$ cat src/verilog/common_defs.svh
`ifndef COMMON_DEFS_SVH
`define COMMON_DEFS_SVH

// bus geometry
`define ADDRESS_WIDTH 32
`define DATA_WIDTH    32
`define MASK_WIDTH    4

// top address bits pick the region
`define PREFIX_WIDTH  4

`define RAM_PREFIX    4'h0
`define UART_PREFIX   4'h8
`define TIMER_PREFIX  4'h9
`define GPIO_PREFIX   4'ha

// word address bits per slave, starting at address bit 2
`define RAM_ADDRESS_WIDTH   8
`define UART_ADDRESS_WIDTH  1
`define TIMER_ADDRESS_WIDTH 2
`define GPIO_ADDRESS_WIDTH  1

// register offsets (word index)
`define UART_REG_DATA     1'b0 // write side
`define UART_REG_STATUS   1'b0 // read side
`define TIMER_REG_CTRL    2'd0
`define TIMER_REG_COUNT   2'd1
`define TIMER_REG_COMPARE 2'd2
`define GPIO_REG_OUT      1'b0
`define GPIO_REG_IN       1'b1

// clocks per uart bit
`define UART_DIVISOR 4

`define ZERO_WORD {`DATA_WIDTH{1'b0}}
`define ZERO_BIT  1'b0

`endif

$ cat src/verilog/bus_pkg.sv
`default_nettype none

`include "common_defs.svh"

package bus_pkg;

    // request from the core
    typedef struct packed {
        logic                      read;
        logic                      write;
        logic [`ADDRESS_WIDTH-1:0] address;
        logic [`DATA_WIDTH-1:0]    data_wr;
        logic [`MASK_WIDTH-1:0]    mask;
    } bus_req_t;

    // per-slave request, address is already a word index
    typedef struct packed {
        logic                          read;
        logic                          write;
        logic [`RAM_ADDRESS_WIDTH-1:0] address; // widest slave, others use low bits
        logic [`DATA_WIDTH-1:0]        data_wr;
        logic [`MASK_WIDTH-1:0]        mask;
    } slave_req_t;

    typedef struct packed {
        logic [`DATA_WIDTH-1:0] data_rd;
        logic                   stall;
        logic                   interrupt;
    } bus_rsp_t;

    typedef enum logic [2:0] {
        REGION_RAM,
        REGION_UART,
        REGION_TIMER,
        REGION_GPIO,
        REGION_NONE
    } region_t;

    typedef enum logic [1:0] {
        UART_IDLE,
        UART_START,
        UART_DATA,
        UART_STOP
    } uart_state_t;

endpackage

`default_nettype wire

$ cat src/verilog/gpio_port.sv
`timescale 1ns/100ps
`default_nettype none

`include "common_defs.svh"

module gpio_port import bus_pkg::*; (
    input  wire                    clk,
    input  wire                    rst_n,
    input  wire slave_req_t        req,
    output bus_rsp_t               rsp,
    input  wire [`DATA_WIDTH-1:0]  gpio_in,
    output logic [`DATA_WIDTH-1:0] gpio_out
);

    logic [`DATA_WIDTH-1:0]         in_meta;
    logic [`DATA_WIDTH-1:0]         in_sync;
    logic [`GPIO_ADDRESS_WIDTH-1:0] reg_sel;

    assign reg_sel = req.address[`GPIO_ADDRESS_WIDTH-1:0];

    always_ff @(posedge clk) begin
        if (!rst_n) begin
            gpio_out <= `ZERO_WORD;
        end else if (req.write && reg_sel == `GPIO_REG_OUT) begin
            for (int i = 0; i < `MASK_WIDTH; i++) begin
                if (req.mask[i])
                    gpio_out[8*i +: 8] <= req.data_wr[8*i +: 8];
            end
        end
    end

    // two-flop synchronizer on the pins
    always_ff @(posedge clk) begin
        in_meta <= gpio_in;
        in_sync <= in_meta;
    end

    assign rsp.data_rd   = (reg_sel == `GPIO_REG_IN) ? in_sync : gpio_out;
    assign rsp.stall     = `ZERO_BIT;
    assign rsp.interrupt = `ZERO_BIT;

endmodule

`default_nettype wire

$ cat config.mk
export PLATFORM = sky130hd
export DESIGN_NAME = gpio_port
export DESIGN_NICKNAME = d
export VERILOG_FILES = /design/src/verilog/bus_pkg.sv /design/src/verilog/gpio_port.sv
export VERILOG_INCLUDE_DIRS = /design/src /design/src/verilog
export SDC_FILE = /design/constraint.sdc
export NUM_CORES = 1
export LEC_CHECK = 0
export BUFFER_PORTS_ARGS = -buffer_cell sky130_fd_sc_hd__buf_2
export CAP_MARGIN = 20
export CORE_AREA = 2 2 83 85
export CTS_CLUSTER_DIAMETER = 100
export DETAILED_ROUTE_END_ITERATION = 8
export DIE_AREA = 0 0 85 87
export PLACE_DENSITY = 0.87
export SYNTH_ARGS = -nofsm -noshare
export SYNTH_HDL_FRONTEND = slang
export SYNTH_SLANG_ARGS = --single-unit
$ cat constraint.sdc
create_clock -name clk -period 2.25 [get_ports clk]
set_clock_uncertainty 0.05 [all_clocks]
set_input_delay 0.1125 -clock clk [delete_from_list [all_inputs] [get_ports clk]]
set_output_delay 0.1125 -clock clk [all_outputs]
set_load 0.02 [all_outputs]
[Word-level counts from Yosys, hierarchy flattened]
Cells that the tools add are included.
W data, S select, Z words.
Word-level totals
  register bits: 96
  input port bits: 80
  word-level logic and storage cells: 13
Operators by class
  mux-type cells: 1
  reduce and logical (&&, ||, !) cells: 5
  bitwise operators: 1
Operator list (number)
  $mux W32: 1
  $reduce_and A2 Y1: 4
  $logic_and A1 B1 Y1: 1
  $not A1 Y1: 1

[Logic depth before layout (Yosys ltp)]
  word-level depth: 3
  depth in mapped cells: 4
  depth with buffers taken out: 2

[Worst setup path after synthesis]
OpenSTA, ideal clock, no wires.
  path type: input to output
  start: input port req[36] (netlist name)
  end: output port rsp[10] (netlist name)
  cell stages on the path: 3
  setup slack: 1.298 ns
  arrival time: 0.789 ns
  required time: 2.088 ns
  path buffers: 2
  path through: buf_4 buf_4 mux2_2
RTL lines
  start: declaration: RTL line gpio_port.sv:9  | input wire slave_req_t req,
  end: declaration: RTL line gpio_port.sv:10  | output bus_rsp_t rsp,

==> results.tsv <==
metric	value	unit
status	finished clean	
grt_usage	20.5	%
cp-start-kind	primary input	
antenna_found_initial	0	
holdPathEnd	gpio_out[0]	
grt_use_met3	5.88	%
clock_path_buffers	2	
synthCells	246	
ant_nets	0	
nets	522	
hold_class	in -> reg	
remaining_drc_errors	0	
totalWireLength	7.37	mm
cts_resized	0	
tightest_slew	570	ps
drv_slew	0	
avgSynthCellArea	12.2	µm²
io_buffer_count	135	
cts_tree	done	
p_leak	2.18	nW
cts_sinks	96	
die_w	85	µm
power_density	774	nW/µm²
initial_utilization	45.8	%
core-area	6570	µm²
setup_violations	0	
use_met1	21.7	%
syn-cell-area	3010	µm²
synth_top_area_cell	dfxtp_1	
grt_pass1_wl	11.8	mm
rsz0062_at_grt	no	
grt_max_degree	35	
ys_seq_area_share	63.9	%
critPathKind	in -> out	
num_vias	2441	
async_flop_share	0	%
routed_via_density	4.64	
synth_common_cells	dfxtp_1 (96), nand2_1 (64), mux2_2 (32), mux2i_1 (32), buf_2 (7)	
regToRegSetupSlack	1490	ps
synth_most_common_cell	dfxtp_1	
num_antenna_cells	0	
met2_usage	38.6	%
finalNonFillerCells	526	
synth_edf_count	0	
multi_input_area	963	µm²
overflow	0	
arrival	1420	ps
postCtsSetupRepairBufs	0	
busiest_layer	met2	
holdPathStages	3	
path_clk_slew	80	ps
max_freq	632	MHz
area_delta_synth_final	51.8	%
htreeDepth	3	
synth_top_area_share	63.9	%
num_io_pins	146	
first_iter_violations	78	
clock-root-buffer	clkbuf_8	
r2r-start	gpio_out[3]	
slew_headroom	62.0	%
min_from	rst_n	
routedWlPerCell	14.0	µm
hpwl	4.57	mm
dp.cells	447	
yosysWarnings	0	
synth_ff_type	dfxtp_1	
clock_latency	340	ps
crit_start	req[36]	
synth.top_cells.by_area	dfxtp_1 (64%), mux2_2 (12%), mux2i_1 (11%)	
post-route-min-period	1580	ps
dr.pass1.iters	4	
ff_latch_area	1920	µm²
place_congestion	0.716	
synth_cell_types	9	
post-route-period-util	70.3	%
r2r-end	gpio_out[3]	
n_fill_cell	462	
drv_cap	0	
finalHoldViolations	0	
worstRegToRegCells	2	
drive_gt1_share	40.8	%
rows	30	
fin_tns_setup	0	ps
cp_max_fo	22	
ys_ff_latch	96	
dieArea	7400	µm²
ctsHoldBuffers	64	
cp.required	2090	ps
crit_path_end_kind	primary output	
ir_drop	0.000550	V
die_height	87	µm
cts_buffers	9	
grt_pass1_vias	2549	
[stage by stage]
step	utilization (%)	hold WS [ps]	worst slack (ps)	total power, W	cell area [µm²]
CTS	69.5	219	650	0.00356	4560
floorplan	-	90.2	1300	0.00205	3010
finish	69.5	235	668	0.00353	4560
global placement	56.2	164	691	0.00216	3690
detailed placement	56.2	166	654	0.00218	3690
global route	69.5	264	603	0.00369	4560
[sequential cells by signal, summed over array words and instances, names as in the netlist]
name	flops
gpio_out	32
in_meta	32
in_sync	32
[layout make-up]
cell class,instances,area share (%)
sequential,96,42.1
timing repair buffer,201,29.4
multi-input combinational,134,21.1
clock buffer,12,3.18
tap,80,2.19
clock inverter,3,1.97
[placed cells by master (no fill, tap or decap)]
cell type	count
buf_2	135
dfxtp_1	96
nand2_1	64
dlygate4sd3_1	64
mux2_2	32
mux2i_1	32
clkbuf_8	10
and3b_1	4
bufinv_16	3
conb_1	2
clkbuf_1	2
buf_12	1
buf_4	1
[metal layers]
layer | share of wire, % | vias up
met5 | 0 | -
met4 | 1.3 | 0
met3 | 5.5 | 8
met2 | 54 | 91
met1 | 39 | 1152
li1 | - | 1190
[worst max path at each step]
stage | endpoint | slack [ps] | cells past startpoint
2_1_floorplan | rsp[10] | 1300 | 3
3_3_place_gp | rsp[2] | 690 | 4
3_5_place_dp | rsp[15] | 650 | 4
4_1_cts | rsp[20] | 650 | 4
5_1_grt | rsp[2] | 600 | 4
6_report | rsp[2] | 670 | 4
[cell families after synthesis]
group         count (synthesis)  share of synthesized area [%]
simple gates                 68                           9.16
buf+inv                      17                           4.16
flops                        96                           63.9
mux                          64                           22.6
other cells                   1                          0.125
[power breakdown]
group          switching [W]  internal [W]
combinational       0.000203      0.000220
sequential         0.0000291       0.00178
clock               0.000537      0.000765
[worst max-delay path, cell delays in order]
cell,delay (ps)
buf_2,410
buf_4,350
mux2_2,370
buf_2,160
No activity file was read; power rests on OpenSTA's default activity.
