`src/verilog/common_defs.svh`:
```
`ifndef COMMON_DEFS_SVH
`define COMMON_DEFS_SVH

// bus geometry
`define ADDRESS_WIDTH 32
`define DATA_WIDTH    32
`define MASK_WIDTH    4

// top address bits pick the region
`define PREFIX_WIDTH  4

`define RAM_PREFIX    4'h0
`define UART_PREFIX   4'h8
`define TIMER_PREFIX  4'h9
`define GPIO_PREFIX   4'ha

// word address bits per slave, starting at address bit 2
`define RAM_ADDRESS_WIDTH   8
`define UART_ADDRESS_WIDTH  1
`define TIMER_ADDRESS_WIDTH 2
`define GPIO_ADDRESS_WIDTH  1

// register offsets (word index)
`define UART_REG_DATA     1'b0 // write side
`define UART_REG_STATUS   1'b0 // read side
`define TIMER_REG_CTRL    2'd0
`define TIMER_REG_COUNT   2'd1
`define TIMER_REG_COMPARE 2'd2
`define GPIO_REG_OUT      1'b0
`define GPIO_REG_IN       1'b1

// clocks per uart bit
`define UART_DIVISOR 4

`define ZERO_WORD {`DATA_WIDTH{1'b0}}
`define ZERO_BIT  1'b0

`endif

```
`src/verilog/bus_pkg.sv`:
```
`default_nettype none

`include "common_defs.svh"

package bus_pkg;

    // request from the core
    typedef struct packed {
        logic                      read;
        logic                      write;
        logic [`ADDRESS_WIDTH-1:0] address;
        logic [`DATA_WIDTH-1:0]    data_wr;
        logic [`MASK_WIDTH-1:0]    mask;
    } bus_req_t;

    // per-slave request, address is already a word index
    typedef struct packed {
        logic                          read;
        logic                          write;
        logic [`RAM_ADDRESS_WIDTH-1:0] address; // widest slave, others use low bits
        logic [`DATA_WIDTH-1:0]        data_wr;
        logic [`MASK_WIDTH-1:0]        mask;
    } slave_req_t;

    typedef struct packed {
        logic [`DATA_WIDTH-1:0] data_rd;
        logic                   stall;
        logic                   interrupt;
    } bus_rsp_t;

    typedef enum logic [2:0] {
        REGION_RAM,
        REGION_UART,
        REGION_TIMER,
        REGION_GPIO,
        REGION_NONE
    } region_t;

    typedef enum logic [1:0] {
        UART_IDLE,
        UART_START,
        UART_DATA,
        UART_STOP
    } uart_state_t;

endpackage

`default_nettype wire

```
`src/verilog/data_bus.sv`:
```
`timescale 1ns/100ps
`default_nettype none

`include "common_defs.svh"

module data_bus import bus_pkg::*; (
    input  wire bus_req_t cpu_req,
    output bus_rsp_t      cpu_rsp,
    output slave_req_t    ram_req,
    output slave_req_t    uart_req,
    output slave_req_t    timer_req,
    output slave_req_t    gpio_req,
    input  wire bus_rsp_t ram_rsp,
    input  wire bus_rsp_t uart_rsp,
    input  wire bus_rsp_t timer_rsp,
    input  wire bus_rsp_t gpio_rsp
);

    region_t    region;
    slave_req_t common; // broadcast fields, read/write cleared

    always_comb begin
        unique case (cpu_req.address[`ADDRESS_WIDTH-1 -: `PREFIX_WIDTH])
            `RAM_PREFIX:   region = REGION_RAM;
            `UART_PREFIX:  region = REGION_UART;
            `TIMER_PREFIX: region = REGION_TIMER;
            `GPIO_PREFIX:  region = REGION_GPIO;
            default:       region = REGION_NONE; // old flash/gfx/eth/usb slots and holes
        endcase
    end

    always_comb begin
        common.read    = `ZERO_BIT;
        common.write   = `ZERO_BIT;
        common.address = cpu_req.address[2 +: `RAM_ADDRESS_WIDTH];
        common.data_wr = cpu_req.data_wr;
        common.mask    = cpu_req.mask;
    end

    always_comb begin
        ram_req   = common;
        uart_req  = common;
        timer_req = common;
        gpio_req  = common;

        cpu_rsp.data_rd   = `ZERO_WORD;
        cpu_rsp.stall     = `ZERO_BIT;
        cpu_rsp.interrupt = uart_rsp.interrupt | timer_rsp.interrupt;

        case (region)
            REGION_RAM: begin
                ram_req.read    = cpu_req.read;
                ram_req.write   = cpu_req.write;
                cpu_rsp.data_rd = ram_rsp.data_rd;
                cpu_rsp.stall   = ram_rsp.stall;
            end
            REGION_UART: begin
                uart_req.read   = cpu_req.read;
                uart_req.write  = cpu_req.write;
                cpu_rsp.data_rd = uart_rsp.data_rd;
                cpu_rsp.stall   = uart_rsp.stall; // back-pressure on busy tx
            end
            REGION_TIMER: begin
                timer_req.read  = cpu_req.read;
                timer_req.write = cpu_req.write;
                cpu_rsp.data_rd = timer_rsp.data_rd;
                cpu_rsp.stall   = timer_rsp.stall;
            end
            REGION_GPIO: begin
                gpio_req.read   = cpu_req.read;
                gpio_req.write  = cpu_req.write;
                cpu_rsp.data_rd = gpio_rsp.data_rd;
                cpu_rsp.stall   = gpio_rsp.stall;
            end
            default: ; // unmapped reads as zero, never stalls
        endcase

        // only one slave may own the access
        assert ($onehot0({ram_req.read | ram_req.write, uart_req.read | uart_req.write,
                          timer_req.read | timer_req.write, gpio_req.read | gpio_req.write}))
            else $error("data_bus: more than one slave selected");
    end

endmodule

`default_nettype wire

```
`config.mk`:
```
export PLATFORM = sky130hd
export DESIGN_NAME = data_bus
export DESIGN_NICKNAME = d
export VERILOG_FILES = /design/src/verilog/bus_pkg.sv /design/src/verilog/data_bus.sv
export VERILOG_INCLUDE_DIRS = /design/src /design/src/verilog
export SDC_FILE = /design/constraint.sdc
export NUM_CORES = 1
export LEC_CHECK = 0
export CORE_AREA = 2 2 165 167
export DETAILED_ROUTE_END_ITERATION = 10
export DIE_AREA = 0 0 167 169
export DONT_BUFFER_PORTS = 1
export MAX_ROUTING_LAYER = met4
export PLACE_DENSITY = 0.3
export SLEW_MARGIN = 15
export SYNTH_ARGS = -nofsm -noshare
export SYNTH_HDL_FRONTEND = slang
export SYNTH_SLANG_ARGS = --single-unit
```
`constraint.sdc`:
```
create_clock -name vclk -period 1.6
set_input_delay 0.24 -clock vclk [all_inputs]
set_output_delay 0.24 -clock vclk [all_outputs]
set_load 0.01 [all_outputs]
```
After elaboration in Yosys (flattened, before gate mapping)
Index checks and enable logic that the tools add are counted.
Storage, ports and cells
  register bits: 0
  bits of input ports: 206
  output and inout bits: 218
Operators by class
  bitwise operators: 1
  mux-type cells: 6
  equal/unequal tests: 6
  reduce and logical (&&, ||, !) cells: 2
Operators by type and width (count)
  case mux 33 bit (4 select lines): 1
  equality test 4 bit (second input constant): 3
  case mux 3 bit (4 select lines): 1
  2-to-1 mux 2 bit: 4
  equality test 3 x 2 -> 1 bit (second input constant): 2
  logical NOT 4 bit: 1
  equality test 3 x 1 -> 1 bit (second input constant): 1
  logical NOT 3 bit: 1
  OR 1 bit: 1

Logic depth before layout (Yosys ltp)
  depth after elaboration: 4
  depth in mapped cells: 6
  gate-level depth less buffers: 3

Worst setup path after synthesis
No wires, ideal clock.
  path type: input-to-output
  start: input port cpu_req[67] (netlist name)
  end: output port cpu_rsp[10] (netlist name)
  stages: 5
  buffers on the path: 2
  data arrival time: 1.215 ns
  setup slack: 0.145 ns
  cell sequence: buf_2 > nor2_2 > clkbuf_1 > a22oi_1 > o21ai_0
RTL lines
  from (decl): RTL line data_bus.sv:7  | input wire bus_req_t cpu_req,
  to (decl): RTL line data_bus.sv:8  | output bus_rsp_t cpu_rsp,

==> metrics.md <==
| Metric | Value |
|---|---|
| Register area | `0 µm²` |
| Critical path endpoint category | `primary output` |
| Slew @ Worst Pin | `0.454 ns` |
| Share of the synthesized area in the top cell type | `0.587` |
| Die W | `167 µm` |
| Die area | `28200 µm²` |
| Hold path endpoint | `timer_req[13]` |
| Leakage Power | `between 0.3 and 0.4 nW` |
| Vias in the first global route | `around 1500` |
| Yosys warns | `0` |
| RSZ-0062 raised after global routing | `yes` |
| MaxCap Viol Count | `0` |
| Seq cells | `0` |
| Post-CTS setup buffer count | `0` |
| Fin crit share | `0.951` |
| Count leader, synth | `buf_4` |
| HP Class | `in -> out` |
| Mapped Area | `2250 µm²` |
| # DRC | `0` |
| Design Area, Final | `between 1500 and 2000 µm²` |
| Synth top cells by count | `176 x buf_4, 64 x a22oi_1, 24 x o21ai_0` |
| Final hold vios | `0` |
| Cell taking the most area after synthesis | `buf_4` |
| Total wire length | `around 8200 µm` |
| Layout cells sized above 1 | `0.247` |
| CP max FO | `14` |
| HPWL after DPL | `6810 µm` |
| DP Area | `1530 µm²` |
| Global route total overflow | `0` |
| Syn-to-layout area delta | `-31.8%` |
| Initial core utilization | `0.0850` |
| Fmax | `roughly 660 MHz` |
| Hold path depth | `0` |
| Post-Syn Nets | `517` |
| Hold path start | `cpu_req[13]` |
| Via density | `approximately 3.0` |
| Synth Instances | `approximately 310` |
| Dpl cells | `roughly 490` |
| Post-DRT Antenna Nets | `0` |
| GPL Wtd Cong | `approximately 0.73` |
| Pins Over Slew Limit | `0` |
| Required time of the critical path | `about 1.4 ns` |
| IO Port Bufs | `0` |
| Top cells by area, synth | `buf_4 59%, a22oi_1 21%, o21ai_0 5.3%, buf_6 3.5%, buf_2 1.8%` |
| Critical Path Start Type | `input pin` |
| Final #Nets | `approximately 350` |
| Clock buffers | `0` |
| Tot GR Track Use | `0.0521` |
| Distinct cell type count after synthesis | `20` |
| Num rows | `60` |
| First DRT Iteration DRCs | `118` |
| DR WL/cell | `between 15 and 20 µm` |
| Via count | `approximately 1500` |
| Min Tclk post-route | `about 1.5 ns` |
| First-pass GRT wire length | `between 10000 and 15000 µm` |
| Critical path data arrival time | `about 1.3 ns` |
| Max_slew headroom | `0.696` |
| Sequential area share after synthesis | `0` |
| Largest net degree at the start of global routing | `35` |
| Status | `complete, no violations` |
| # setup viols final | `0` |
| Core Area | `~27000 µm²` |
| Chip Height | `roughly 170 µm` |
| Boundary pin count | `424` |
| Worst VDD drop | `roughly 0.000059 V` |
| PD cells | `187 nW/µm²` |
| Initial antenna violation count | `1` |
| Post-Layout Cell Count | `~490` |
| Setup CP Type | `in -> out` |
| Syn avg cell area | `between 7 and 8 µm²` |
| Detailed Routing Iterations Pass 1 | `4` |
## logic make-up (layout without fill, tap and decap cells)
logic type,count (synthesis),after routing,synth area share
buffers and inverters,195,30,0.646
AO/OA/AOI/OAI,98,98,0.291
AND/OR/NAND/NOR,17,17,0.0583
multiplexers,1,1,0.00444
other,0,1,0
## cell type report
class / instances / area (µm²)
tap: 341 / 427
fill: 3101 / 25000
timing repair buffer: 30 / 304
multi-input combinational: 116 / 803
antenna: 1 / 2.50
## repair_timing
| action | 4_1_cts | 5_1_grt |
|---|---|---|
| hold buffers | 0 | 0 |
| endpoints found under the setup margin | 0 | 1 |
| resized for setup | 0 | 1 |
## worst max-delay path: stages
cell and delay [ns]:
and2_2 0.23, buf_4 0.22, a22oi_1 0.28, o21ai_0 0.14
buf_4 0.16
## how the worst max path moves through the flow
stage	start	endpoint	slack [ns]	cells after the start
6_report	cpu_req[67]	cpu_rsp[25]	0.08	5
5_1_grt	cpu_req[64]	cpu_rsp[31]	-0.002	5
4_1_cts	cpu_req[64]	cpu_rsp[3]	0.03	5
3_5_place_dp	cpu_req[64]	cpu_rsp[3]	0.03	5
3_3_place_gp	cpu_req[64]	cpu_rsp[3]	0.04	5
2_1_floorplan	cpu_req[67]	cpu_rsp[10]	0.15	5
## cells in the final DEF, fill, tap and decap left out
cell type / n
buf_12: 6
o21ai_0: 24
nor2_1: 1
nor3b_1: 1
a31oi_1: 1
o32ai_1: 1
a22oi_1: 64
o21ai_1: 8
nor4b_4: 1
buf_4: 23
buf_6: 1
and3_1: 2
or2_2: 2
nand2_1: 1
mux2i_1: 1
diode_2: 1
and4_1: 2
and2_1: 4
and4bb_2: 1
nor2_4: 1
and2_2: 1
## report_power, final
| group | switching, mW | internal (mW) | leakage (nW) |
|---|---|---|---|
| registers | 0 | 0 | 0 |
| clock network | 0 | 0.0000000836 | 0.00000634 |
| logic | 0.164 | 0.124 | 0.370 |
| total | 0.164 | 0.124 | 0.370 |
## stage by stage
| stage | total power [mW] | TNS, ns | worst slack [ns] | utilization | hold slack (ns) |
|---|---|---|---|---|---|
| floorplan | 0.625 | 0 | 0.145 | - | 0.572 |
| global placement | 0.297 | 0 | 0.0442 | 0.0577 | 0.480 |
| detailed placement | 0.299 | 0 | 0.0311 | 0.0577 | 0.480 |
| CTS | 0.299 | 0 | 0.0261 | 0.0577 | 0.480 |
| global route | 0.315 | -0.00211 | -0.00211 | 0.0580 | 0.480 |
| finish | 0.288 | 0 | 0.0779 | 0.0580 | 0.480 |
## per-layer routing
layer / wire length, µm / up-vias / track usage
li1: - / 589 / -
met1: 3160 / 671 / 0.0606
met2: 3500 / 154 / 0.0760
met3: 955 / 60 / 0.0147
met4: 613 / 0 / 0.0397
met5: 0 / - / -
Note: power is estimated with default switching activity, not from simulation.
