<file path="config.mk">
export PLATFORM = sky130hd
export DESIGN_NAME = timer_unit
export DESIGN_NICKNAME = d
export VERILOG_FILES = /design/src/verilog/bus_pkg.sv /design/src/verilog/timer_unit.sv
export VERILOG_INCLUDE_DIRS = /design/src /design/src/verilog
export SDC_FILE = /design/constraint.sdc
export NUM_CORES = 1
export LEC_CHECK = 0
export BUFFER_PORTS_ARGS = -buffer_cell sky130_fd_sc_hd__buf_4
export CORE_MARGIN = 2
export CORE_UTILIZATION = 55
export CTS_BUF_LIST = sky130_fd_sc_hd__clkbuf_2
export DETAILED_ROUTE_END_ITERATION = 6
export PLACE_DENSITY = 0.84
export SYNTH_ARGS = -nofsm -noshare
export SYNTH_HDL_FRONTEND = slang
export SYNTH_SLANG_ARGS = --single-unit
</file>
<file path="constraint.sdc">
create_clock -name clk -period 2 [get_ports clk]
set_clock_uncertainty 0.1 [all_clocks]
set_input_delay 0 -clock clk [delete_from_list [all_inputs] [get_ports clk]]
set_output_delay 0 -clock clk [all_outputs]
set_load 0.02 [all_outputs]
</file>
<file path="src/verilog/common_defs.svh">
`ifndef COMMON_DEFS_SVH
`define COMMON_DEFS_SVH

// bus geometry
`define ADDRESS_WIDTH 32
`define DATA_WIDTH    32
`define MASK_WIDTH    4

// top address bits pick the region
`define PREFIX_WIDTH  4

`define RAM_PREFIX    4'h0
`define UART_PREFIX   4'h8
`define TIMER_PREFIX  4'h9
`define GPIO_PREFIX   4'ha

// word address bits per slave, starting at address bit 2
`define RAM_ADDRESS_WIDTH   8
`define UART_ADDRESS_WIDTH  1
`define TIMER_ADDRESS_WIDTH 2
`define GPIO_ADDRESS_WIDTH  1

// register offsets (word index)
`define UART_REG_DATA     1'b0 // write side
`define UART_REG_STATUS   1'b0 // read side
`define TIMER_REG_CTRL    2'd0
`define TIMER_REG_COUNT   2'd1
`define TIMER_REG_COMPARE 2'd2
`define GPIO_REG_OUT      1'b0
`define GPIO_REG_IN       1'b1

// clocks per uart bit
`define UART_DIVISOR 4

`define ZERO_WORD {`DATA_WIDTH{1'b0}}
`define ZERO_BIT  1'b0

`endif

</file>
<file path="src/verilog/bus_pkg.sv">
`default_nettype none

`include "common_defs.svh"

package bus_pkg;

    // request from the core
    typedef struct packed {
        logic                      read;
        logic                      write;
        logic [`ADDRESS_WIDTH-1:0] address;
        logic [`DATA_WIDTH-1:0]    data_wr;
        logic [`MASK_WIDTH-1:0]    mask;
    } bus_req_t;

    // per-slave request, address is already a word index
    typedef struct packed {
        logic                          read;
        logic                          write;
        logic [`RAM_ADDRESS_WIDTH-1:0] address; // widest slave, others use low bits
        logic [`DATA_WIDTH-1:0]        data_wr;
        logic [`MASK_WIDTH-1:0]        mask;
    } slave_req_t;

    typedef struct packed {
        logic [`DATA_WIDTH-1:0] data_rd;
        logic                   stall;
        logic                   interrupt;
    } bus_rsp_t;

    typedef enum logic [2:0] {
        REGION_RAM,
        REGION_UART,
        REGION_TIMER,
        REGION_GPIO,
        REGION_NONE
    } region_t;

    typedef enum logic [1:0] {
        UART_IDLE,
        UART_START,
        UART_DATA,
        UART_STOP
    } uart_state_t;

endpackage

`default_nettype wire

</file>
<file path="src/verilog/timer_unit.sv">
`timescale 1ns/100ps
`default_nettype none

`include "common_defs.svh"

module timer_unit import bus_pkg::*; (
    input  wire             clk,
    input  wire             rst_n,
    input  wire slave_req_t req,
    output bus_rsp_t        rsp
);

    logic                           enable;
    logic                           pending; // sticky compare match
    logic [`DATA_WIDTH-1:0]         count;
    logic [`DATA_WIDTH-1:0]         compare;
    logic [`TIMER_ADDRESS_WIDTH-1:0] reg_sel;

    assign reg_sel = req.address[`TIMER_ADDRESS_WIDTH-1:0];

    always_ff @(posedge clk) begin
        if (!rst_n) begin
            enable  <= `ZERO_BIT;
            pending <= `ZERO_BIT;
            count   <= `ZERO_WORD;
            compare <= `ZERO_WORD;
        end else begin
            if (enable)
                count <= count + 1'b1;
            if (req.write) begin
                case (reg_sel)
                    `TIMER_REG_CTRL: begin
                        enable <= req.data_wr[0];
                        if (req.data_wr[1])
                            pending <= `ZERO_BIT; // write one to clear
                    end
                    `TIMER_REG_COUNT:   count   <= req.data_wr;
                    `TIMER_REG_COMPARE: compare <= req.data_wr;
                    default: ;
                endcase
            end
            if (enable && count == compare)
                pending <= 1'b1; // match wins over a clear
        end
    end

    always_comb begin
        rsp.data_rd = `ZERO_WORD;
        if (req.read) begin
            case (reg_sel)
                `TIMER_REG_CTRL:    rsp.data_rd = {{(`DATA_WIDTH-2){1'b0}}, pending, enable};
                `TIMER_REG_COUNT:   rsp.data_rd = count;
                `TIMER_REG_COMPARE: rsp.data_rd = compare;
                default: ;
            endcase
        end
        rsp.stall     = `ZERO_BIT;
        rsp.interrupt = pending;
    end

endmodule

`default_nettype wire

</file>
# Word level (Yosys, flattened, before mapping)
# Cells that the tools add are included.
dict set report word_totals {
  word_cells 25
  inputBits 48
  register_bits 66
  output_inout_bits 34
}
dict set report op_classes {
  n_reduce_logical 8
  addsub 1
  muxes 9
  eq_ne 3
}
# op n
set ops {}
lappend ops {{32-bit two-way mux} 4}
lappend ops {{32-bit one-hot mux with 3 select lines} 1}
lappend ops {{32-bit by 1-bit adder with 32-bit output, second input constant} 1}
lappend ops {{32-bit == test} 1}
lappend ops {{2-bit nonzero test} 3}
lappend ops {{1-bit two-way mux} 4}
lappend ops {{2-bit AND reduction} 2}
lappend ops {{3-bit AND reduction} 1}
lappend ops {{2-bit by 1-bit == test with 1-bit output, second input constant} 1}
lappend ops {{2-bit == test, second input constant} 1}
lappend ops {{2-bit zero test} 1}
lappend ops {{1-bit logical AND} 1}

# Longest topological paths before layout
# Gate-level depths: netlist (run 1).
dict set report depth {
  word_depth 4
  mapped_depth 7
  ltp_nobuf 6
}

# Worst setup path before layout (run 1)
# OpenSTA, ideal clock, no wires.
dict set report synth_timing {
  path_type {register -> register}
  startpoint {register count[0]}
  endpoint {register count[16]}
  setup_time_ns 0.086
  stages_incl_launch_ff 7
  period_less_slack_ns 1.655
  t_arrival_ns 1.470
  slack_ns 0.345
  t_required_ns 1.814
  path_buffers 0
  path_cell_list {dfxtp_1 > ha_1 > nand3_1 > nor2_1 > nand3_1 > xor2_1 > a211oi_1}
}
dict set report synth_via {
  elab_chain_cells 4
}
# item line_no
set synth_rtl {}
lappend synth_rtl {{start, declared} timer_unit.sv:15} ;# logic [`DATA_WIDTH-1:0] count;
lappend synth_rtl {{start signal, assigned} timer_unit.sv:25} ;# count <= `ZERO_WORD;
lappend synth_rtl {{start signal, assigned} timer_unit.sv:29} ;# count <= count + 1'b1;
lappend synth_rtl {{start signal, assigned} timer_unit.sv:37} ;# `TIMER_REG_COUNT: count <= req.data_wr;
lappend synth_rtl {{32-bit by 1-bit adder with 32-bit output *} timer_unit.sv:29}
lappend synth_rtl {{32-bit two-way mux *} timer_unit.sv:28} ;# if (enable)
lappend synth_rtl {{32-bit two-way mux} timer_unit.sv:31} ;# case (reg_sel)
lappend synth_rtl {{32-bit two-way mux *} timer_unit.sv:30} ;# if (req.write) begin
# Every way passes the cells marked *; elsewhere a longest branch is shown, timed or not.
# A chain may end at the register's enable or synchronous reset.

# Worst setup path in the final report (run 1)
dict set report layout_timing {
  startpoint {input req[37] (netlist name)}
  endpoint {register compare[30]}
}
dict set report layout_via {
  elab_chain_cells 2
}
# item line_no
set layout_rtl {}
lappend layout_rtl {{start, declared} timer_unit.sv:9} ;# input wire slave_req_t req,
lappend layout_rtl {{2-bit == test} timer_unit.sv:31}
lappend layout_rtl {{2-bit AND reduction (no line)} n/a}
lappend layout_rtl {{end signal, assigned} timer_unit.sv:26} ;# compare <= `ZERO_WORD;
lappend layout_rtl {{end signal, assigned} timer_unit.sv:38} ;# `TIMER_REG_COMPARE: compare <= req.data_wr;
lappend layout_rtl {{end, declared} timer_unit.sv:16} ;# logic [`DATA_WIDTH-1:0] compare;
# Every way passes these cells.

==> results of run 1 <==
[logic make-up (layout without fill, tap and decap cells)]
| group | Yosys count | count (layout) | synth area share |
|---|---|---|---|
| AND/OR/NAND/NOR | 194 | 194 | 0.261 |
| AO/OA/AOI/OAI | 118 | 118 | 0.187 |
| flip-flops | 66 | 66 | 0.349 |
| XOR/XNOR | 60 | 60 | 0.139 |
| buffers and inverters | 46 | 180 | 0.0525 |
| multiplexers | 3 | 3 | 0.00793 |
| adder cells (fa/ha/maj) | 1 | 1 | 0.00330 |
| other | 1 | 1 | 0.000990 |
[cells in the mapped netlist (all sizes together)]
cell type,instances
inv,7
mux2i,3
nand4,21
clkbuf,29
o22ai,3
nor3,8
a21oi,49
conb,1
a211oi,12
nor2b,32
nand2,83
nor3b,1
a222oi,1
a22oi,30
nor4,6
and2,6
xor2,29
o211ai,1
xnor2,31
o21ai,22
nand3,14
buf,10
and3,4
dfxtp,66
nor2,19
ha,1
[layer usage]
layer	up-vias	track usage
met5	-	0
met4	0	0.159
met2	226	0.547
li1	1947	-
met3	39	0.0768
met1	1936	0.398
[how the worst max path moves through the flow]
stage | start | end | slack [ps] | depth (start not counted)
final | req[37] | compare[30] | 50 | 9
after CTS | req[37] | compare[2] | 100 | 9
after floorplan | count[0] | count[16] | 340 | 6
after global routing | count[0] | count[12] | 5 | 7
after detailed placement | count[2] | count[13] | 170 | 5
after global placement | count[0] | count[28] | 230 | 6
[flip-flops by register name, summed over array words and instances (netlist names)]
register  cells
count        32
pending       1
enable        1
compare      32
[report_power, final]
group / leakage, nW / switching, W / internal [W] / total (W)
registers: 0.538 / 0.0000719 / 0.00137 / 0.00144
logic: 1.43 / 0.000266 / 0.000267 / 0.000533
clock network: 0.0907 / 0.000509 / 0.000527 / 0.00104
total: 2.06 / 0.000846 / 0.00217 / 0.00301
[layout make-up]
cell class	count	area (um2)
clock buffer	9	45.0
clock inverter	7	108
fill	452	1460
inverter	7	26.3
multi-input combinational	377	2280
sequential	66	1320
tap	80	100
timing repair buffer	157	1380
[timing repair]
item,in CTS,in global routing
resized for setup,0,3
endpoints found under the hold margin,66,0
setup buffers,0,0
setup endpoints to repair,0,18
hold buffers,67,0
[stage by stage]
stage | worst slack (ps) | instance area (um2) | std cells
4_1_cts | 104 | 5250 | 703
6_report | 53.9 | 5260 | 703
3_5_place_dp | 171 | 4420 | 620
3_3_place_gp | 228 | 4420 | 620
2_1_floorplan | 345 | 3790 | 489
5_1_grt | 5.50 | 5260 | 703
[worst max-delay path, cell delays in order]
cell	delay, ps
sky130_fd_sc_hd__dlygate4sd3_1	550
sky130_fd_sc_hd__buf_4	160
sky130_fd_sc_hd__nor2b_2	160
sky130_fd_sc_hd__buf_4	190
sky130_fd_sc_hd__nand2_1	90
sky130_fd_sc_hd__buf_6	270
sky130_fd_sc_hd__nand2_1	120
sky130_fd_sc_hd__a21oi_1	200
sky130_fd_sc_hd__dlygate4sd3_1	560
==> flow_summary.html, run 1 <==
<table>
<tr><th>Metric</th><th>Value</th></tr>
<tr><th colspan="2">Hold path</th></tr>
<tr><td>Min-Delay Startpoint</td><td>req[36]</td></tr>
<tr><td>Min-Delay Path Depth</td><td>5</td></tr>
<tr><td>Capture endpoint of the worst hold path</td><td>count[25]</td></tr>
<tr><td>Kind of path behind the tightest hold check</td><td>in2reg</td></tr>
<tr><th colspan="2">Synth</th></tr>
<tr><td>Syn Nets</td><td>538</td></tr>
<tr><td>Post-synthesis instance area</td><td>3790 um2</td></tr>
<tr><td>Cells after synthesis</td><td>489</td></tr>
<tr><td>Synth top area share</td><td>0.349</td></tr>
<tr><td>Unique cell type count in the Yosys netlist</td><td>37</td></tr>
<tr><td>Warning count from the yosys run</td><td>0</td></tr>
<tr><td>Seq cells post-synth</td><td>66</td></tr>
<tr><td>Sequential share of the synthesized area</td><td>0.349</td></tr>
<tr><td>Top cell type by total area after synthesis</td><td>sky130_fd_sc_hd__dfxtp_1</td></tr>
<tr><td>Cell types with the largest area share after synthesis</td><td>sky130_fd_sc_hd__dfxtp_1, sky130_fd_sc_hd__nand2_1, sky130_fd_sc_hd__xnor2_1</td></tr>
<tr><td>Average instance area after synthesis</td><td>7.74 um2</td></tr>
<tr><th colspan="2">Routing</th></tr>
<tr><td>Routed wl met2</td><td>5.79 mm</td></tr>
<tr><td>Post-detailed-route DRC marker count</td><td>0</td></tr>
<tr><td>Total wire length</td><td>12.0 mm</td></tr>
<tr><td>Met3 routed WL</td><td>978 um</td></tr>
<tr><td>ANT nets after route</td><td>0</td></tr>
<tr><td>Wire length per cell</td><td>17.0 um</td></tr>
<tr><td>Highest routed metal layer</td><td>met4</td></tr>
<tr><td>Detailed-routing wirelength on met1</td><td>4.79 mm</td></tr>
<tr><td>Via density per instance</td><td>5.90</td></tr>
<tr><td>Length of the first detailed-routing pass in iterations</td><td>5</td></tr>
<tr><td>DR iter-0 viols</td><td>347</td></tr>
<tr><td>Total number of vias</td><td>4,148</td></tr>
<tr><th colspan="2">Clock network</th></tr>
<tr><td>Cell at the root of the clock tree</td><td>sky130_fd_sc_hd__clkbuf_2</td></tr>
<tr><td>Clock slew at the register clock pins of the worst setup and hold paths</td><td>190 ps</td></tr>
<tr><td>Clock tree from TritonCTS</td><td>done</td></tr>
<tr><td>H-Tree Depth</td><td>3</td></tr>
<tr><td>CTS buffer count</td><td>9</td></tr>
<tr><td>Clk buf depth</td><td>2</td></tr>
<tr><td>Insertion delay of the later-clocked pin in the worst-skew pair</td><td>520 ps</td></tr>
<tr><td>CTS Sinks</td><td>66</td></tr>
<tr><th colspan="2">Floorplan</th></tr>
<tr><td>Initial standard-cell utilization of the core</td><td>0.564</td></tr>
<tr><td>Cell row count</td><td>30</td></tr>
<tr><td>Die outline width</td><td>87.0 um</td></tr>
<tr><td>I/O pin count</td><td>82</td></tr>
<tr><td>Die height</td><td>87.0 um</td></tr>
<tr><td>Std-Cell Core Area</td><td>6720 um2</td></tr>
<tr><td>Die area</td><td>7560 um2</td></tr>
<tr><th colspan="2">STA</th></tr>
<tr><td>Setup TNS after final layout</td><td>0 ps</td></tr>
<tr><td>Total of endpoints with negative setup slack in the final report</td><td>0</td></tr>
<tr><td>Maximum frequency from static timing analysis</td><td>0.514 GHz</td></tr>
<tr><td>Number of slew-limit violations in the final report</td><td>0</td></tr>
<tr><td>Time the worst path needs with I/O delays and setup</td><td>1950 ps</td></tr>
<tr><td>Unrepaired setup endpoints after global routing</td><td>no</td></tr>
<tr><td>Total count of hold-check failures in the final report</td><td>0</td></tr>
<tr><td>Final clock period utilization by the worst path</td><td>0.973</td></tr>
<tr><td>WHS</td><td>165 ps</td></tr>
<tr><th colspan="2">GRT</th></tr>
<tr><td>Number of global-route vias before repair</td><td>4,078</td></tr>
<tr><td>Global routing usage summed across all routing layers</td><td>0.329</td></tr>
<tr><td>Antenna violations before repair</td><td>0</td></tr>
<tr><td>First-pass GRT wire length</td><td>19.5 mm</td></tr>
<tr><td>Overall overflow remaining after global route</td><td>0</td></tr>
<tr><td>Maximum number of pins on one net before global-route repair</td><td>64</td></tr>
<tr><th colspan="2">Cells and area</th></tr>
<tr><td>Area delta synth-&gt;final</td><td>38.8%</td></tr>
<tr><td>Number of nets in the layout</td><td>667</td></tr>
<tr><td>Utilization after layout</td><td>0.782</td></tr>
<tr><td>Antenna fix cells</td><td>0</td></tr>
<tr><td>Most common cell after layout, fill and taps aside</td><td>sky130_fd_sc_hd__buf_4</td></tr>
<tr><td>Most used cells in the layout excluding fill and tap cells</td><td>sky130_fd_sc_hd__buf_4, sky130_fd_sc_hd__nand2_1, sky130_fd_sc_hd__dlygate4sd3_1, sky130_fd_sc_hd__dfxtp_1, sky130_fd_sc_hd__a21oi_1</td></tr>
<tr><td>Proportion of layout cells with a drive suffix above 1</td><td>0.188</td></tr>
<tr><th colspan="2">Power</th></tr>
<tr><td>Peak supply drop</td><td>0.430 mV</td></tr>
<tr><td>Total power of the final layout</td><td>0.00301 W</td></tr>
<tr><td>Total leakage power</td><td>2.06 nW</td></tr>
<tr><td>Power density cells</td><td>573 nW/um2</td></tr>
<tr><th colspan="2">Worst setup path</th></tr>
<tr><td>Worst setup path category</td><td>in2reg</td></tr>
<tr><td>Reg2reg start</td><td>count[0]</td></tr>
<tr><td>Flop2flop setup slack</td><td>110 ps</td></tr>
<tr><td>Startpoint class of the critical path</td><td>input pin</td></tr>
<tr><td>Largest driver fanout on the critical path</td><td>32</td></tr>
<tr><td>Crit Reg-Reg Endpoint</td><td>count[28]</td></tr>
<tr><td>Type of element capturing the critical path</td><td>flop</td></tr>
<tr><td>Critical path required time</td><td>2370 ps</td></tr>
<tr><td>Critical path arrival</td><td>2320 ps</td></tr>
<tr><td>Number of cells on the worst reg-to-reg path</td><td>6</td></tr>
<tr><th colspan="2">Flow run</th></tr>
<tr><td>Max-capacitance violation count</td><td>0</td></tr>
<tr><th colspan="2">Placement</th></tr>
<tr><td>Final weighted congestion in routability-driven placement</td><td>0.903</td></tr>
<tr><td>Count of buffers inserted at the top-level ports</td><td>70</td></tr>
<tr><td>Detailed placement HPWL</td><td>7.14 mm</td></tr>
<tr><th colspan="2">Run status</th></tr>
<tr><td>Outcome</td><td>completed</td></tr>
</table>
Power figures use the tool's default switching activity.
==> run 2, diff against run 1 <==
Settings changed: CORE_ASPECT_RATIO from default to 1.2.
==> run 2 against run 1 <==
  * Power is 7.8% lower
  * Cell count is 0.57% higher
  * Register-to-register slack hardly changed
  * Routed wire length is 0.28% higher
  * Clock-buffer cell count is 1 higher
  * Clock power is 23% lower
  * First-iteration DRC count is 20% higher
  * Non-clock buffer count is 3 lower
  * Die area hardly changed
  * Critical endpoint is now compare[13]
  * Largest power group unchanged
  * Highest routed layer unchanged
==> flow_summary.html, run 2 (same netlist as run 1, synthesis figures left out) <==
<table>
<tr><th>Metric</th><th>Value</th></tr>
<tr><th colspan="2">Clock network</th></tr>
<tr><td>H-Tree Depth</td><td>3</td></tr>
<tr><td>Cell at the root of the clock tree</td><td>sky130_fd_sc_hd__clkbuf_2</td></tr>
<tr><td>CTS Sinks</td><td>66</td></tr>
<tr><td>Clk buf depth</td><td>2</td></tr>
<tr><td>Clock tree from TritonCTS</td><td>done</td></tr>
<tr><td>Insertion delay of the later-clocked pin in the worst-skew pair</td><td>520 ps</td></tr>
<tr><td>Clock slew at the register clock pins of the worst setup and hold paths</td><td>200 ps</td></tr>
<tr><td>CTS buffer count</td><td>9</td></tr>
<tr><td>Setup Fix Bufs, Post-CTS</td><td>0</td></tr>
<tr><th colspan="2">Routing</th></tr>
<tr><td>Post-detailed-route DRC marker count</td><td>0</td></tr>
<tr><td>ANT nets after route</td><td>0</td></tr>
<tr><td>Total number of vias</td><td>4,178</td></tr>
<tr><td>Wire length per cell</td><td>17.0 um</td></tr>
<tr><td>Met3 routed WL</td><td>863 um</td></tr>
<tr><td>Via density per instance</td><td>5.91</td></tr>
<tr><td>DR iter-0 viols</td><td>417</td></tr>
<tr><td>Highest routed metal layer</td><td>met4</td></tr>
<tr><td>Length of the first detailed-routing pass in iterations</td><td>6</td></tr>
<tr><td>Routed wl met2</td><td>6.13 mm</td></tr>
<tr><td>Total wire length</td><td>12.0 mm</td></tr>
<tr><td>Detailed-routing wirelength on met1</td><td>4.56 mm</td></tr>
<tr><th colspan="2">Floorplan</th></tr>
<tr><td>Die area</td><td>7570 um2</td></tr>
<tr><td>I/O pin count</td><td>82</td></tr>
<tr><td>Die outline width</td><td>79.7 um</td></tr>
<tr><td>Std-Cell Core Area</td><td>6770 um2</td></tr>
<tr><td>Die height</td><td>94.9 um</td></tr>
<tr><td>Initial standard-cell utilization of the core</td><td>0.559</td></tr>
<tr><td>Cell row count</td><td>33</td></tr>
<tr><th colspan="2">STA</th></tr>
<tr><td>Total count of hold-check failures in the final report</td><td>0</td></tr>
<tr><td>Maximum frequency from static timing analysis</td><td>0.524 GHz</td></tr>
<tr><td>Crit path setup slack, layout</td><td>91.9 ps</td></tr>
<tr><td>Setup TNS after final layout</td><td>0 ps</td></tr>
<tr><td>WHS</td><td>196 ps</td></tr>
<tr><td>Final clock period utilization by the worst path</td><td>0.954</td></tr>
<tr><td>Total of endpoints with negative setup slack in the final report</td><td>0</td></tr>
<tr><td>Worst slew margin</td><td>0.639</td></tr>
<tr><td>Actual transition at the worst max-transition pin</td><td>539 ps</td></tr>
<tr><td>Number of slew-limit violations in the final report</td><td>0</td></tr>
<tr><td>Unrepaired setup endpoints after global routing</td><td>no</td></tr>
<tr><td>Time the worst path needs with I/O delays and setup</td><td>1910 ps</td></tr>
<tr><th colspan="2">Power</th></tr>
<tr><td>Total leakage power</td><td>2.01 nW</td></tr>
<tr><td>Peak supply drop</td><td>0.468 mV</td></tr>
<tr><td>Power density cells</td><td>534 nW/um2</td></tr>
<tr><td>Total power of the final layout</td><td>0.00278 W</td></tr>
<tr><th colspan="2">Worst setup path</th></tr>
<tr><td>Worst setup path category</td><td>in2reg</td></tr>
<tr><td>Critical Path Max Stage Delay</td><td>560 ps</td></tr>
<tr><td>Type of element capturing the critical path</td><td>flop</td></tr>
<tr><td>Critical path required time</td><td>2380 ps</td></tr>
<tr><td>Combined buffer and inverter count along the critical path</td><td>5</td></tr>
<tr><td>Startpoint class of the critical path</td><td>input pin</td></tr>
<tr><td>Crit-path leading delay family</td><td>buffers and inverters</td></tr>
<tr><td>Critical path arrival</td><td>2290 ps</td></tr>
<tr><td>Flop2flop setup slack</td><td>110 ps</td></tr>
<tr><td>Highest-delay cell along the critical path</td><td>sky130_fd_sc_hd__dlygate4sd3_1</td></tr>
<tr><td>Crit path cell chain</td><td>dlygate4sd3_1 -&gt; buf_4 -&gt; nor2b_2 -&gt; buf_4 -&gt; and2_1 -&gt; buf_12 -&gt; nand2_1 -&gt; a21oi_2 -&gt; dlygate4sd3_1</td></tr>
<tr><td>Largest driver fanout on the critical path</td><td>32</td></tr>
<tr><th colspan="2">Cells and area</th></tr>
<tr><td>Most used cells in the layout excluding fill and tap cells</td><td>sky130_fd_sc_hd__buf_4, sky130_fd_sc_hd__nand2_1, sky130_fd_sc_hd__dfxtp_1, sky130_fd_sc_hd__dlygate4sd3_1, sky130_fd_sc_hd__a21oi_1</td></tr>
<tr><td>Number of nets in the layout</td><td>664</td></tr>
<tr><td>Area delta synth-&gt;final</td><td>37.4%</td></tr>
<tr><td>Multi-input combinational cell area</td><td>2290 um2</td></tr>
<tr><td>Antenna fix cells</td><td>0</td></tr>
<tr><td>Proportion of layout cells with a drive suffix above 1</td><td>0.192</td></tr>
<tr><td>Largest registers</td><td>compare x32, count x32</td></tr>
<tr><td>Fin area</td><td>5200 um2</td></tr>
<tr><td>FF+latch area</td><td>1320 um2</td></tr>
<tr><td>Most common cell after layout, fill and taps aside</td><td>sky130_fd_sc_hd__buf_4</td></tr>
<tr><td>Fill cell total of the finished layout</td><td>481</td></tr>
<tr><th colspan="2">GRT</th></tr>
<tr><td>Maximum number of pins on one net before global-route repair</td><td>37</td></tr>
<tr><td>Number of global-route vias before repair</td><td>3,962</td></tr>
<tr><td>First-pass GRT wire length</td><td>19.0 mm</td></tr>
<tr><td>Global routing usage summed across all routing layers</td><td>0.323</td></tr>
<tr><td>Antenna violations before repair</td><td>0</td></tr>
<tr><td>Overall overflow remaining after global route</td><td>0</td></tr>
<tr><th colspan="2">Placement</th></tr>
<tr><td>Detailed placement HPWL</td><td>7.19 mm</td></tr>
<tr><td>Post-Place Cell Area</td><td>4410 um2</td></tr>
<tr><td>Count of buffers inserted at the top-level ports</td><td>70</td></tr>
<tr><td>Final weighted congestion in routability-driven placement</td><td>0.850</td></tr>
<tr><td>Pre-CTS setup slack</td><td>131 ps</td></tr>
<tr><th colspan="2">Hold path</th></tr>
<tr><td>Kind of path behind the tightest hold check</td><td>in2reg</td></tr>
<tr><th colspan="2">Run status</th></tr>
<tr><td>Outcome</td><td>completed</td></tr>
<tr><th colspan="2">Flow run</th></tr>
<tr><td>Max-capacitance violation count</td><td>0</td></tr>
</table>
## run 2: power breakdown
part | switching (W) | total, W | internal [W]
clock | 0.000518 | 0.000803 | 0.000285
sequential | 0.0000682 | 0.00144 | 0.00137
combinational | 0.000266 | 0.000534 | 0.000268
## run 2: cell type report
class	count	share of cell area
multi-input combinational	377	0.440
timing repair buffer	154	0.260
sequential	66	0.254
tap	87	0.0209
clock inverter	6	0.0111
clock buffer	10	0.00962
inverter	7	0.00505
## run 2: worst reg2reg max path, delay by kind of cell (launching register included)
family           cells  cell delay (ps)
AO/OA/AOI/OAI        1              140
XOR/XNOR             1              180
AND/OR/NAND/NOR      3              900
flip-flops           1              520
## run 2: per-stage QoR
step	utilization	std cells
6_report	0.768	707
5_1_grt	0.768	707
4_1_cts	0.763	707
3_5_place_dp	0.651	626
3_3_place_gp	0.651	626
2_1_floorplan	-	489
## run 2: per-layer routing
metal	vias up	track usage
met5	-	0
met4	0	0.165
met3	49	0.0468
met2	217	0.575
met1	1971	0.375
li1	1941	-
## run 2: what timing repair did
action | CTS | global route
endpoints found under the hold margin | 66 | 0
resized for setup | 0 | 8
setup endpoints to repair | 0 | 29
hold buffers | 65 | 0
## run 2: final timing paths
kind	startpoint	endpoint	cells past startpoint
max	req[37]	compare[13]	9
min	req[24]	count[20]	4
max reg2reg	count[2]	count[29]	5
min reg2reg	compare[16]	compare[16]	2
